**config.mk**
```make
export PLATFORM = sky130hd
export DESIGN_NAME = kernel_compressor_flat
export DESIGN_NICKNAME = d
export VERILOG_FILES = /design/src/hdl/conv_pkg.sv /design/src/hdl/conv_ifs.sv /design/src/hdl/kernel_compressor.sv /design/src/flat_wrapper.sv
export SDC_FILE = /design/constraint.sdc
export NUM_CORES = 1
export LEC_CHECK = 0
export ABC_AREA = 0
export BUFFER_PORTS_ARGS = -buffer_cell sky130_fd_sc_hd__buf_2
export CAP_MARGIN = 20
export CORE_MARGIN = 2
export CORE_UTILIZATION = 31
export CTS_BUF_LIST = sky130_fd_sc_hd__clkbuf_8
export CTS_CLUSTER_SIZE = 8
export DETAILED_ROUTE_END_ITERATION = 8
export PLACE_DENSITY = 0.57
export SLEW_MARGIN = 20
export SYNTH_ARGS = -nofsm -noshare
export SYNTH_HDL_FRONTEND = slang
export SYNTH_SLANG_ARGS = --single-unit
```
**constraint.sdc**
```tcl
create_clock -name clk -period 5.65 [get_ports clk]
set_input_delay 0.2825 -clock clk [delete_from_list [all_inputs] [get_ports clk]]
set_output_delay 0.2825 -clock clk [all_outputs]
set_load 0.01 [all_outputs]
```
**src/hdl/conv_pkg.sv**
```systemverilog
`default_nettype none

package conv_pkg;

	// widths
	typedef logic [31:0] word_t;
	typedef logic [3:0]  kidx_t;
	typedef logic [1:0]  kpos_t;
	typedef logic [5:0]  waddr_t;

	// sizes
	localparam int KERNEL_N = 9;
	localparam int IFMAP_N  = 16;
	localparam int RESULT_N = 4;

	// word address map
	localparam waddr_t KERNEL_BASE = 6'h00;
	localparam waddr_t IFMAP_BASE  = 6'h10;
	localparam waddr_t CTRL_ADDR   = 6'h20;
	localparam waddr_t STATUS_ADDR = 6'h21;
	localparam waddr_t RESULT_BASE = 6'h28;

	// compressor FSM
	typedef enum logic [1:0] {C_IDLE, C_SCAN, C_DONE} comp_state_e;

	// engine FSM
	typedef enum logic [1:0] {E_IDLE, E_WAIT_LIST, E_RUN, E_DONE} eng_state_e;

endpackage

`default_nettype wire

```
**src/hdl/conv_ifs.sv**
```systemverilog
`default_nettype none

// ========================================
// compressed kernel list
// ========================================
interface kernel_list_if;
	logic              list_ready;
	conv_pkg::kidx_t   count;
	conv_pkg::kidx_t   entry_idx;
	conv_pkg::word_t   entry_val;
	conv_pkg::kpos_t   entry_row;
	conv_pkg::kpos_t   entry_col;

	// entry_* follow entry_idx without a register stage
	modport list (
		output list_ready,
		output count,
		output entry_val,
		output entry_row,
		output entry_col,
		input  entry_idx
	);

	modport eng (
		input  list_ready,
		input  count,
		input  entry_val,
		input  entry_row,
		input  entry_col,
		output entry_idx
	);
endinterface


`default_nettype wire

```
**src/hdl/kernel_compressor.sv**
```systemverilog
`default_nettype none

module kernel_compressor (
	input  logic            clk,
	input  logic            rst_n,
	input  logic            kern_we_i,
	input  conv_pkg::kidx_t kern_idx_i,
	input  conv_pkg::word_t kern_dat_i,
	input  logic            start_i,
	kernel_list_if.list     list_if
);

	conv_pkg::word_t kern_mem [conv_pkg::KERNEL_N];

	// compressed list, entries below count are valid
	conv_pkg::word_t list_val [conv_pkg::KERNEL_N];
	conv_pkg::kpos_t list_row [conv_pkg::KERNEL_N];
	conv_pkg::kpos_t list_col [conv_pkg::KERNEL_N];

	conv_pkg::comp_state_e state_q;
	conv_pkg::kidx_t       scan_idx;
	conv_pkg::kpos_t       scan_row;
	conv_pkg::kpos_t       scan_col;
	conv_pkg::kidx_t       count_q;
	logic                  ready_q;

	always_ff @(posedge clk) begin
		if (kern_we_i) begin
			kern_mem[kern_idx_i] <= kern_dat_i;
		end
	end

	// ========================================
	// scan, one kernel word per cycle
	// ========================================
	always_ff @(posedge clk or negedge rst_n) begin
		if (!rst_n) begin
			state_q  <= conv_pkg::C_IDLE;
			scan_idx <= '0;
			scan_row <= '0;
			scan_col <= '0;
			count_q  <= '0;
			ready_q  <= 1'b0;
		end else if (start_i) begin
			state_q  <= conv_pkg::C_SCAN;
			scan_idx <= '0;
			scan_row <= '0;
			scan_col <= '0;
			count_q  <= '0;
			ready_q  <= 1'b0;
		end else if (state_q == conv_pkg::C_SCAN) begin
			if (kern_mem[scan_idx] != '0) begin
				list_val[count_q] <= kern_mem[scan_idx];
				list_row[count_q] <= scan_row;
				list_col[count_q] <= scan_col;
				count_q           <= count_q + 4'd1;
			end
			// row/col counters replace index/3 and index%3
			if (scan_col == 2'd2) begin
				scan_col <= '0;
				scan_row <= scan_row + 2'd1;
			end else begin
				scan_col <= scan_col + 2'd1;
			end
			if (scan_idx == conv_pkg::kidx_t'(conv_pkg::KERNEL_N - 1)) begin
				state_q <= conv_pkg::C_DONE;
				ready_q <= 1'b1;
			end else begin
				scan_idx <= scan_idx + 4'd1;
			end
		end
	end

	assign list_if.list_ready = ready_q;
	assign list_if.count      = count_q;
	assign list_if.entry_val  = list_val[list_if.entry_idx];
	assign list_if.entry_row  = list_row[list_if.entry_idx];
	assign list_if.entry_col  = list_col[list_if.entry_idx];

endmodule

`default_nettype wire

```
**src/flat_wrapper.sv**
```systemverilog
// flat-port wrapper written by rule: the top's interface ports become plain ports
module kernel_compressor_flat 
  (clk, rst_n, kern_we_i, kern_idx_i, kern_dat_i, start_i, list_if_list_ready, list_if_count, list_if_entry_val, list_if_entry_row, list_if_entry_col, list_if_entry_idx);
  kernel_list_if list_if_i ();
  input  logic clk;
  input  logic rst_n;
  input  logic kern_we_i;
  input  conv_pkg::kidx_t kern_idx_i;
  input  conv_pkg::word_t kern_dat_i;
  input  logic start_i;
  output wire logic [$bits(list_if_i.list_ready)-1:0] list_if_list_ready;
  output wire logic [$bits(list_if_i.count)-1:0] list_if_count;
  output wire logic [$bits(list_if_i.entry_val)-1:0] list_if_entry_val;
  output wire logic [$bits(list_if_i.entry_row)-1:0] list_if_entry_row;
  output wire logic [$bits(list_if_i.entry_col)-1:0] list_if_entry_col;
  input wire logic [$bits(list_if_i.entry_idx)-1:0] list_if_entry_idx;
  assign list_if_list_ready = list_if_i.list_ready;
  assign list_if_count = list_if_i.count;
  assign list_if_entry_val = list_if_i.entry_val;
  assign list_if_entry_row = list_if_i.entry_row;
  assign list_if_entry_col = list_if_i.entry_col;
  assign list_if_i.entry_idx = list_if_entry_idx;
  kernel_compressor u_core (.clk(clk), .rst_n(rst_n), .kern_we_i(kern_we_i), .kern_idx_i(kern_idx_i), .kern_dat_i(kern_dat_i), .start_i(start_i), .list_if(list_if_i));
endmodule
```
# Word level (Yosys, flattened, before mapping)
# Memories as Yosys holds them, arrays and structs flattened.
# Index checks and enable logic that the tools add are counted.
op_classes:
  div: 0
  shifts: 0
  eq_ne: 4
  n_reduce_logical: 10
  mul: 0
  muxes: 24
  add_sub_neg: 4
  n_lt_le_gt_ge: 0
  n_bitwise: 0
ops:
  columns: ["operator", "count"]
  rows:
  - ["$reduce_bool 32->1", 1]
  - ["$mux 4", 6]
  - ["$mux 2", 9]
  - ["$mux 1", 9]
  - ["$add 4x1->4 const B", 2]
  - ["$reduce_and 2->1", 4]
  - ["$reduce_bool 2->1", 4]
  - ["$add 2x1->2 const B", 2]
  - ["$eq 4x4->1 const B", 1]
  - ["$eq 2x1->1 const B", 1]
  - ["$eq 2x2->1 const B", 1]
  - ["$ne 2x2->1 const B", 1]
  - ["$logic_and 1x1->1", 1]
totals:
  ram_bits: 612
  wordCells: 52
  mem_count: 4
  output_inout_bits: 41
  rom_bits: 0
  latch_bits: 0
  input_bits: 44
  ff_bits: 15
memory_table:
  columns: ["name", "depth", "word_bits", "rd", "rd_clocked_by_memory_dff", "wr", "line", "source"]
  rows:
  - ["u_core.kern_mem", 9, 32, 1, 0, 1, "kernel_compressor.sv:13", "conv_pkg::word_t kern_mem [conv_pkg::KERNEL_N];"]
  - ["u_core.list_val", 9, 32, 1, 0, 1, "kernel_compressor.sv:16", "conv_pkg::word_t list_val [conv_pkg::KERNEL_N];"]
  - ["u_core.list_col", 9, 2, 1, 0, 1, "kernel_compressor.sv:18", "conv_pkg::kpos_t list_col [conv_pkg::KERNEL_N];"]
  - ["u_core.list_row", 9, 2, 1, 0, 1, "kernel_compressor.sv:17", "conv_pkg::kpos_t list_row [conv_pkg::KERNEL_N];"]

# Depth between registers and ports, before layout
# Gate-level depths: netlist (run 1).
# An unclocked memory read counts as a cell.
depth:
  ltp_word: 7
  depth_mapped: 9
  mapped_depth_nobuf: 6

# Worst setup path after synthesis (run 1)
# Ideal clock, no wire load.
synth_timing:
  kind: "register -> register"
  startpoint: "reg u_core.scan_idx[0]"
  endpoint: "mem u_core.list_col[1][0] (netlist bit) (enable)"
  t_required_ps: 5217
  path_stages_with_launch: 10
  setup_ps: 433
  period_less_slack_ps: 4146
  setup_slack_ps: 1504
  arrival_ps: 3713
  n_path_buf: 3
  cell_sequence: "dfrtp_1 buf_6 buf_2 nor2b_1 clkbuf_1 a222oi_1 nand4_1 nor4_4 a2111oi_0 nor2b_1"
synth_between:
  elab_chain_cells: 7
synth_rtl:
  columns: ["item", "line", "source"]
  rows:
  - ["start: declaration", "kernel_compressor.sv:21", "conv_pkg::kidx_t scan_idx;"]
  - ["start signal: assignment", "kernel_compressor.sv:69", "scan_idx <= scan_idx + 4'd1;"]
  - ["$mem_v2 9x32", null, null]
  - ["$reduce_bool 32->1", "kernel_compressor.sv:52", "if (kern_mem[scan_idx] != '0) begin"]
  - ["$mux 1", "kernel_compressor.sv:52", null]
  - ["$mux 1", "kernel_compressor.sv:51", "end else if (state_q == conv_pkg::C_SCAN) begin"]
  - ["$mux 1", "kernel_compressor.sv:44", "end else if (start_i) begin"]
  - ["$logic_and 1x1->1 (implied by the code)", "kernel_compressor.sv:55", "list_col[count_q] <= scan_col;"]
  - ["$mux 1 (implied by the code)", "kernel_compressor.sv:55", null]
  - ["end: declaration", "kernel_compressor.sv:18", null]
# Every way passes these cells.

# Final worst setup path (run 1)
layout_timing:
  startpoint: "reg u_core.scan_idx[0]"
  endpoint: "mem u_core.list_val[1][13] (netlist bit) (enable)"
layout_between:
  elab_chain_cells: 7
layout_rtl:
  columns: ["item", "line", "source"]
  rows:
  - ["$mem_v2 9x32", null, null]
  - ["$reduce_bool 32->1", "kernel_compressor.sv:52", null]
  - ["$mux 1", "kernel_compressor.sv:52", null]
  - ["$mux 1", "kernel_compressor.sv:51", null]
  - ["$mux 1", "kernel_compressor.sv:44", null]
  - ["$logic_and 1x1->1 (implied by the code)", "kernel_compressor.sv:53", "list_val[count_q] <= kern_mem[scan_idx];"]
  - ["$mux 1 (implied by the code)", "kernel_compressor.sv:53", null]
  - ["end: declaration", "kernel_compressor.sv:16", null]
# Every way passes these cells.

==> results.sh, run 1 <==
export IMPL_outcome="finished, final reports clean"
export IMPL_grt_pass1_wl_um=78500
export IMPL_skew_ns=0.0237
export IMPL_post_route_min_period_ns=4.43
export IMPL_ctsResizeCount=0
export IMPL_clock_latency_ns=0.67
export IMPL_grt_util_all_layers_pct=13.6
export IMPL_num_vias=11400
export IMPL_grt_overflow=0
export IMPL_final_max_slew_viol_count=0
export IMPL_cp_arrival_ns=4.73
export IMPL_worst_setup_path_start_kind="flop"
export IMPL_synth_edf_count=612
export IMPL_fin_setup_tns_ns=0
export IMPL_port_buffer_count=84
export IMPL_grt_pass1_vias=12100
export IMPL_async_flop_share_pct=2.24
export IMPL_setup_viol=0
export IMPL_drive_gt1_share_pct=28.0
export IMPL_synth_ff_latch_count=626
export IMPL_ys_warnings_count=0
export IMPL_yosysMostFrequentCell="edfxtp_1"
export IMPL_core_mm2=0.0761
export IMPL_p_leak_nw=9.09
export IMPL_ys_seq_area_share_pct=78.6
export IMPL_placedCellCount=2179
export IMPL_synth_common_cells="edfxtp_1 (612), mux4_2 (136), nand2_1 (45)"
export IMPL_synth_area_leaders="edfxtp_1 (77%), mux4_2 (13%), mux2i_1 (1.6%)"
export IMPL_synthesis_nets=1145
export IMPL_cap_violations=0
export IMPL_layout_nets=1332
export IMPL_synthDistinctLibCells=35
export IMPL_synth_area_mm2=0.0238
export IMPL_timing_final_crit_share_pct=78.5
export IMPL_fmax_ghz=0.226
export IMPL_ir_drop_mv=0.164
export IMPL_ant_nets=0
export IMPL_synthCells=1095
export IMPL_start_util_pct=31.3
export IMPL_gp_congestion=0.716
export IMPL_finalWirelength_um=53300
export IMPL_critical_path_max_stage_delay_ns=0.85
export IMPL_cts_buffer_depth=3
export IMPL_drcViolationCount=0
export IMPL_crit_chain="nor2b_1 > a222oi_1 > nand4_1 > nor4_4 > a2111oi_0 > nor2b_4 > buf_4"
export IMPL_crit_type="flop to flop"
export IMPL_h_tree_depth=3
export IMPL_slew_headroom_pct=29.2
export IMPL_clkSinkCount=626
export IMPL_cts_hold_buf=34
export IMPL_cts_tree="done"
export IMPL_die_w_um=281
export IMPL_yosys_area_top_type="edfxtp_1"
export IMPL_cp_max_fo=28
export IMPL_cpMaxStageDelayCell="nor2b_1"
export IMPL_area_delta_synth_final_pct=15.8
export IMPL_cts_inserted_buffers=97
export IMPL_cp_end_kind="flop"
export IMPL_cp_required_ns=5.95
export IMPL_die_y_um=281
export IMPL_path_clk_slew_ns=0.06
export IMPL_via_per_inst=4.82
export IMPL_num_io_pins=85
export IMPL_ys_flop_type="edfxtp_1"
export IMPL_power_density_mw_per_mm2=339
export IMPL_rows=101
export IMPL_tightest_slew_ns=1.06
export IMPL_post_dp_hpwl_um=30700
export IMPL_post_cts_buffers=0
export IMPL_grt_max_degree=73
export IMPL_firstDrtPassIters=6
export IMPL_antenna_found_initial=4
export IMPL_fin_cells=2376
export IMPL_rsz0062_at_grt="false"
export IMPL_drtIter0Drc=1069
export IMPL_netlist_area_leader_share_pct=77.1
export IMPL_root_buffer="clkbuf_8"
export IMPL_syn_area_per_cell_um2=21.8
export IMPL_final_hold_viol_count=0
export IMPL_die_area_mm2=0.0791
export IMPL_post_drt_wl_per_cell_um=22.4
export IMPL_hp_class="primary input to asynchronous set/reset pin"
## metrics by stage
step           hold slack (ns)  power, mW  instance area [µm²]  worst slack (ns)  util [%]
2_1_floorplan          -0.0131       5.86                23800              1.50         -
3_3_place_gp             0.238       6.16                25600              1.21      33.7
3_5_place_dp             0.239       6.18                25600              1.25      33.7
4_1_cts                 0.0860       9.48                27600              1.19      36.2
5_1_grt                  0.126       9.72                27600             0.968      36.3
6_report                 0.133       9.36                27600              1.22      36.3
## metal layers
layer / vias to the layer above / routed length (µm) / GRT usage [%] / share of wire, %
li1: 4942 / - / - / -
met1: 6039 / 23900 / 18.6 / 45
met2: 365 / 25700 / 22.1 / 48
met3: 92 / 2700 / 2.76 / 5.1
met4: 4 / 971 / 3.76 / 1.8
met5: - / 27 / 0 / 0.051
## state kept, by name, summed over array words and instances, names as in the netlist
register	count
u_core.kern_mem	288
u_core.list_col	18
u_core.list_if.count	4
u_core.list_row	18
u_core.list_val	288
u_core.scan_col	2
u_core.scan_idx	4
u_core.scan_row	2
u_core.state_q	2
## placed cells by master (no fill, tap or decap), types with 3 or more instances in the layout
cell,n
nand4_1,10
edfxtp_1,612
nand2b_1,6
buf_4,25
clkinvlp_4,3
o21ai_0,37
a21oi_1,6
mux2i_1,37
nand2_1,45
nor2_1,14
xor2_1,3
dlygate4sd3_1,34
mux2_1,3
mux4_2,136
inv_1,79
dfrtp_1,12
nor2b_1,8
buf_2,83
nor2_4,6
nand3b_1,3
clkinv_1,14
clkbuf_8,100
clkinv_2,3
ha_1,6
a222oi_1,32
## path summary, 6_finish.rpt
kind / endpoint / cells past startpoint / slack [ns] / from
setup / recovery: u_core.list_val[1][13] / 7 / 1.22 / u_core.scan_idx[0]
setup reg to reg: u_core.list_val[1][13] / 7 / 1.22 / u_core.scan_idx[0]
max in group asynchronous: u_core.scan_idx[1] / 2 / 5.18 / rst_n
hold / removal: u_core.list_if.count[3] / 2 / 0.13 / rst_n
min in group clk: u_core.kern_mem[8][5] / 3 / 0.32 / kern_idx_i[2]
hold reg to reg: u_core.state_q[1] / 2 / 0.56 / u_core.state_q[0]
## power breakdown
group	switching, mW	total (mW)	leakage, nW	internal [mW]
clock network	1.65	3.26	0.977	1.62
logic	0.471	0.739	2.39	0.268
registers	0.0555	5.35	5.72	5.30
## worst max-delay path: cells and delay by family, from the launching register on
kind / cells / cell delay (ns)
and+or+nand+nor: 4 / 1.82
AOI/OAI and AO/OA: 2 / 0.99
DFF: 1 / 0.72
buffers and inverters: 1 / 0.51
## area by class of cell
type,count,area (µm²)
inverters,37,139
repair buffers,144,983
well taps,1030,1290
flip-flops and latches,626,18700
clock buffers,100,1380
fillers,7058,48500
clock inverters,62,248
diodes,1,2.50
multi-input cells,376,4810
## cells by family (layout without fill, tap and decap cells)
logic type,count (synthesis),count (layout),share of synthesized area (%)
buffers and inverters,93,343,1.58
xor gates and xnor gates,5,5,0.184
adders and majority gates,6,6,0.315
AOI/OAI and AO/OA,78,78,2.35
DFF,626,626,78.6
muxes,176,176,14.6
and+or+nand+nor,111,111,2.41
other,0,1,0
Note: power is estimated with default switching activity, not from simulation.
==> run 2, diff against run 1 <==
- clock period: 5.65 -> 4.2 ns (I/O delays scaled with it)
==> run 2 against run 1 <==
  * Global-route usage is 0.38 points higher
  * Via count is 1.3% higher
  * Power is 36% higher
  * Clock power is 35% higher
  * Sequential power is 34% higher
  * Combinational power is 50% higher
  * First-iteration DRC count is 9.9% lower
  * Fmax is 16% higher
  * Register-to-register slack worse by 0.84 ns
  * Clock skew is 0.0052 ns higher
  * Wire length is 2.0% higher
  * Critical endpoint is now u_core.list_val[1][9]
  * Largest power group unchanged
==> results.sh, run 2 (synthesis results as in run 1) <==
export IMPL_post_route_min_period_ns=3.82
export IMPL_reg2reg_to="u_core.list_val[1][9]"
export IMPL_fin_setup_tns_ns=0
export IMPL_finalWirelength_um=54300
export IMPL_p_total_mw=12.7
export IMPL_cap_violations=0
export IMPL_pre_cts_ws_ns=0.463
export IMPL_post_drt_wl_per_cell_um=22.5
export IMPL_cp_end_kind="flop"
export IMPL_ff2ff_path_depth=10
export IMPL_firstDrtPassIters=8
export IMPL_critPathCapture="u_core.list_val[1][9]"
export IMPL_nFillCells=7074
export IMPL_die_w_um=281
export IMPL_path_clk_slew_ns=0.06
export IMPL_ir_drop_mv=0.235
export IMPL_cts_inserted_buffers=97
export IMPL_p_leak_nw=9.35
export IMPL_final_max_slew_viol_count=0
export IMPL_multi_input_area_mm2=0.00480
export IMPL_ant_nets=0
export IMPL_die_area_mm2=0.0791
export IMPL_cts_tree="done"
export IMPL_core_mm2=0.0761
export IMPL_power_density_mw_per_mm2=453
export IMPL_cpMaxStageDelayCell="dfrtp_1"
export IMPL_area_delta_synth_final_pct=17.7
export IMPL_via_per_inst=4.79
export IMPL_ff2ff_setup_slack_ns=0.38
export IMPL_cp_required_ns=4.56
export IMPL_critical_path_max_stage_delay_ns=0.68
export IMPL_clock_latency_ns=0.68
export IMPL_outcome="finished, final reports clean"
export IMPL_drcViolationCount=0
export IMPL_crit_path_frequent_cell="buf_4"
export IMPL_hp_class="primary input to flop"
export IMPL_fmax_ghz=0.262
export IMPL_cts_buffer_depth=3
export IMPL_root_buffer="clkbuf_8"
export IMPL_slew_headroom_pct=32.6
export IMPL_regArea_mm2=0.0187
export IMPL_cp_max_fo=24
export IMPL_rows=101
export IMPL_num_vias=11600
export IMPL_drtIter0Drc=963
export IMPL_tightest_slew_ns=1.01
export IMPL_antenna_cells=0
export IMPL_whs_ns=0.217
export IMPL_die_y_um=281
export IMPL_timing_final_crit_share_pct=91.0
export IMPL_crit_type="flop to flop"
export IMPL_grt_util_all_layers_pct=14.0
export IMPL_final_cell_mix="edfxtp_1 (612), mux4_2 (136), clkbuf_8 (101), buf_2 (83), inv_1 (79)"
export IMPL_grt_overflow=0
export IMPL_antenna_found_initial=2
export IMPL_crit_chain="buf_4 > nor2_1 > buf_4 > a222oi_1 > nand4_1 > nor4_4 > buf_4 > a2111oi_0 > nor2b_4 > buf_12"
export IMPL_grt_max_degree=49
export IMPL_largestRegisters="u_core.kern_mem: 288 flops, u_core.list_val: 288 flops"
export IMPL_num_io_pins=85
export IMPL_skew_ns=0.0289
export IMPL_critPathLaunch="u_core.scan_idx[2]"
export IMPL_port_buffer_count=84
export IMPL_drive_gt1_share_pct=30.1
export IMPL_layout_commonest_cell="edfxtp_1"
export IMPL_setup_viol=0
export IMPL_gp_congestion=0.768
export IMPL_h_tree_depth=3
export IMPL_post_dp_hpwl_um=32300
export IMPL_layout_nets=1376
export IMPL_min_path_cells=3
export IMPL_rsz0062_at_grt="false"
export IMPL_timing_final_ws_setup_ns=0.376
export IMPL_ctsResizeCount=0
export IMPL_timing_rr_start="u_core.scan_idx[2]"
export IMPL_worst_setup_path_start_kind="flop"
export IMPL_clkSinkCount=626
export IMPL_start_util_pct=31.3
export IMPL_grt_pass1_vias=12300
export IMPL_cp_arrival_ns=4.18
export IMPL_final_hold_viol_count=0
export IMPL_grt_pass1_wl_um=80700
run 2: cell types whose count changed in the layout (fill, tap and decap cells not counted):
| cell | delta |
|---|---|
| and4_4 | -2 |
| dlygate4sd3_1 | +2 |
| and4b_2 | +1 |
| clkinv_2 | -1 |
| and4_2 | +2 |
| and2_4 | -1 |
| and3_2 | +2 |
| diode_2 | -1 |
| clkbuf_8 | +1 |
| and2_2 | +1 |
| buf_12 | +11 |
| and3_4 | -2 |
| buf_4 | +31 |
| and4b_4 | -1 |
run 2: where the power goes:
part           switching (mW)  internal (mW)
clock network            2.22           2.19
registers              0.0608           7.12
logic                   0.673          0.439
run 2: worst min path at each step:
stage	to	startpoint
floorplan	u_core.list_if.count[0]	rst_n
global placement	u_core.scan_idx[2]	rst_n
detailed placement	u_core.scan_idx[2]	rst_n
CTS	u_core.kern_mem[8][5]	kern_idx_i[2]
global route	u_core.kern_mem[8][5]	kern_idx_i[2]
finish	u_core.kern_mem[8][5]	kern_idx_i[2]
run 2: layer usage:
layer	global-route usage (%)	share of wire (%)
met1	19.2	43
met2	22.5	48
met3	3.40	6.8
met4	3.25	1.5
met5	0	0
run 2: area by class of cell:
| type | instances | area share [%] |
|---|---|---|
| Tap cell | 1030 | 4.59 |
| Inverter | 37 | 0.495 |
| Timing Repair Buffer | 188 | 5.19 |
| Clock inverter | 61 | 0.865 |
| Clock buffer | 101 | 4.96 |
| Multi-Input combinational cell | 376 | 17.1 |
| Sequential cell | 626 | 66.8 |
run 2: timing repair:
action / CTS / global route
endpoints found under the hold margin: 312 / 0
hold buffers: 36 / 0
buffers inserted: 0 / 0
setup endpoints to repair: 0 / 0
run 2: per-stage QoR:
step | std cells | utilization, % | instance area, µm²
final | 2419 | 36.9 | 28000
after global routing | 2419 | 36.9 | 28000
after CTS | 2419 | 36.9 | 28000
after detailed placement | 2221 | 34.3 | 26100
after floorplan | 1095 | - | 23800
after global placement | 2221 | 34.3 | 26100
run 2: worst max-delay path, delay by kind of cell, from the launching register on:
kind                   cells  cell delay (ns)
flip-flops                 1             0.68
AND/OR/NAND/NOR            4             1.03
AO/OA/AOI/OAI              2             0.71
buffers and inverters      4             1.05
==> run 3, diff against run 2 <==
- BUFFER_PORTS_ARGS: -buffer_cell sky130_fd_sc_hd__buf_2 -> unset
- DONT_BUFFER_PORTS: unset -> 1
- PLACE_DENSITY: 0.57 -> 0.56
==> run 3 against run 2 <==
  * Critical path depth decreased by 1
  * Sequential power about the same
  * First-iteration DRC count shrank 5.0%
  * Cell area decreased by 1.4%
  * Via count down 3.6%
  * Clock skew shrank 0.0020 ns
  * Clock-buffer cell count increased by 2
  * Utilization fell by 0.51 points
  * Power hardly changed
==> results.sh, run 3 (synthesis results as in run 1) <==
export IMPL_outcome="finished, final reports clean"
export IMPL_p_total_mw=12.7
export IMPL_antenna_found_initial=4
export IMPL_via_per_inst=4.79
export IMPL_core_mm2=0.0761
export IMPL_cp_max_fo=36
export IMPL_critPathCapture="u_core.list_val[5][22]"
export IMPL_rsz0062_at_grt="false"
export IMPL_start_util_pct=31.3
export IMPL_timing_final_crit_share_pct=90.3
export IMPL_skew_ns=0.0269
export IMPL_crit_type="flop to flop"
export IMPL_post_route_min_period_ns=3.79
export IMPL_grt_overflow=0
export IMPL_num_vias=11200
export IMPL_grt_util_all_layers_pct=13.8
export IMPL_post_dp_hpwl_um=31000
export IMPL_port_buffer_count=0
export IMPL_area_delta_synth_final_pct=16.1
export IMPL_fin_area_mm2=0.0277
export IMPL_final_max_slew_viol_count=0
export IMPL_drcViolationCount=0
export IMPL_path_clk_slew_ns=0.06
export IMPL_ir_drop_mv=0.216
export IMPL_power_share_clock_pct=35.5
export IMPL_cp_arrival_ns=4.19
export IMPL_rows=101
export IMPL_die_y_um=281
export IMPL_cts_buffer_depth=3
export IMPL_grt_max_degree=73
export IMPL_grt_pass1_wl_um=80000
export IMPL_netSwitchingFraction_pct=23.0
export IMPL_drive_gt1_share_pct=25.8
export IMPL_final_hold_viol_count=0
export IMPL_firstDrtPassIters=6
export IMPL_drtIter0Drc=915
export IMPL_fin_setup_tns_ns=0
export IMPL_layout_commonest_cell="edfxtp_1"
export IMPL_h_tree_depth=3
export IMPL_power_density_mw_per_mm2=459
export IMPL_num_io_pins=85
export IMPL_hp_class="primary input to asynchronous set/reset pin"
export IMPL_placedCellCount=2133
export IMPL_largestRegisters="u_core.kern_mem: 288 flops, u_core.list_val: 288 flops"
export IMPL_p_int_mw=9.78
export IMPL_grt_pass1_vias=11800
export IMPL_dpl_cell_area_mm2=0.0256
export IMPL_p_switching_mw=2.93
export IMPL_fin_util_pct=36.4
export IMPL_tightest_slew_ns=1.02
export IMPL_timing_rr_start="u_core.scan_idx[0]"
export IMPL_gp_congestion=0.699
export IMPL_fin_cells=2336
export IMPL_final_cell_mix="edfxtp_1 (612), mux4_2 (136), clkbuf_8 (103), inv_1 (78), buf_4 (51)"
export IMPL_worst_setup_path_start_kind="flop"
export IMPL_fmax_ghz=0.264
export IMPL_post_drt_wl_per_cell_um=23.2
export IMPL_root_buffer="clkbuf_8"
export IMPL_ff2ff_setup_slack_ns=0.41
export IMPL_cts_inserted_buffers=99
export IMPL_cts_tree="done"
export IMPL_die_area_mm2=0.0791
export IMPL_ff2ff_path_depth=9
export IMPL_cp_end_kind="flop"
export IMPL_ant_nets=0
export IMPL_layout_nets=1290
export IMPL_reg2reg_to="u_core.list_val[5][22]"
export IMPL_ctsResizeCount=0
export IMPL_slew_headroom_pct=31.9
export IMPL_cap_violations=0
export IMPL_p_seq_share_pct=56.6
export IMPL_die_w_um=281
export IMPL_cp_required_ns=4.60
export IMPL_finalWirelength_um=54100
export IMPL_setup_viol=0
export IMPL_p_leak_nw=9.01
export IMPL_p_comb_share_pct=7.9
export IMPL_clkSinkCount=626
export IMPL_clock_latency_ns=0.68
export IMPL_critPathLaunch="u_core.scan_idx[0]"
[run 3: cell count changes in the layout (fill, tap and decap cells not counted), sizes merged]
cell | before | now
buf | 152 | 66
clkbuf | 101 | 103
clkinvlp | 3 | 2
diode | 0 | 2
dlygate4sd3 | 36 | 34
inv | 79 | 81
[run 3: metrics by stage]
stage	setup WS (ns)	hold slack, ns
floorplan	0.0537	-0.0856
detailed placement	0.217	-0.0833
finish	0.407	0.0931
CTS	0.175	0.0486
global placement	0.234	-0.0832
global route	0.130	0.0748
[run 3: layout make-up]
cell class	count	area [µm²]
Antenna cell	2	5.00
Tap cell	1030	1290
Timing Repair Buffer	100	1020
Multi-Input combinational cell	376	4800
Inverter	37	139
Clock buffer	103	1420
Sequential cell	626	18700
Clock inverter	62	258
Fill cell	7115	48400
[run 3: what timing repair did]
action / 4_1_cts / 5_1_grt
hold endpoints to repair: 325 / 0
endpoints found under the setup margin: 0 / 110
hold buffers: 34 / 0
setup buffers: 0 / 2
[run 3: worst max-delay path: stages (launching register included)]
cell and delay (ns):
dfrtp_2 0.58, buf_12 0.31, buf_4 0.23, mux4_2 0.51, a222oi_1 0.51, nand4_1 0.24
nor4_4 0.41, a2111oi_0 0.21, and2_2 0.28, buf_12 0.19
[run 3: worst min-delay path by stage]
stage                   from                       to  slack (ns)  cells after the start
6_report               rst_n       u_core.scan_idx[2]        0.09                      1
5_1_grt        kern_idx_i[1]   u_core.kern_mem[0][18]        0.07                      2
2_1_floorplan          rst_n  u_core.list_if.count[0]       -0.09                      0
3_3_place_gp           rst_n        u_core.state_q[1]       -0.08                      0
3_5_place_dp           rst_n        u_core.state_q[1]       -0.08                      0
4_1_cts                rst_n       u_core.scan_idx[2]        0.05                      1
[run 3: power groups by stage]
stage          Combinational (mW)  Clock [mW]  Sequential [mW]
3_5_place_dp                0.951           0             7.33
6_report                     1.00        4.51             7.19
2_1_floorplan               0.606           0             7.28
5_1_grt                      1.09        4.93             7.21
4_1_cts                      1.02        4.65             7.20
3_3_place_gp                0.931           0             7.32
[run 3: routing by layer]
metal	track usage (%)	wire length, µm	vias up
met5	0	37	-
met4	3.90	915	6
met3	3.33	2710	80
met2	22.2	26200	286
met1	18.8	24200	5954
li1	-	-	4852
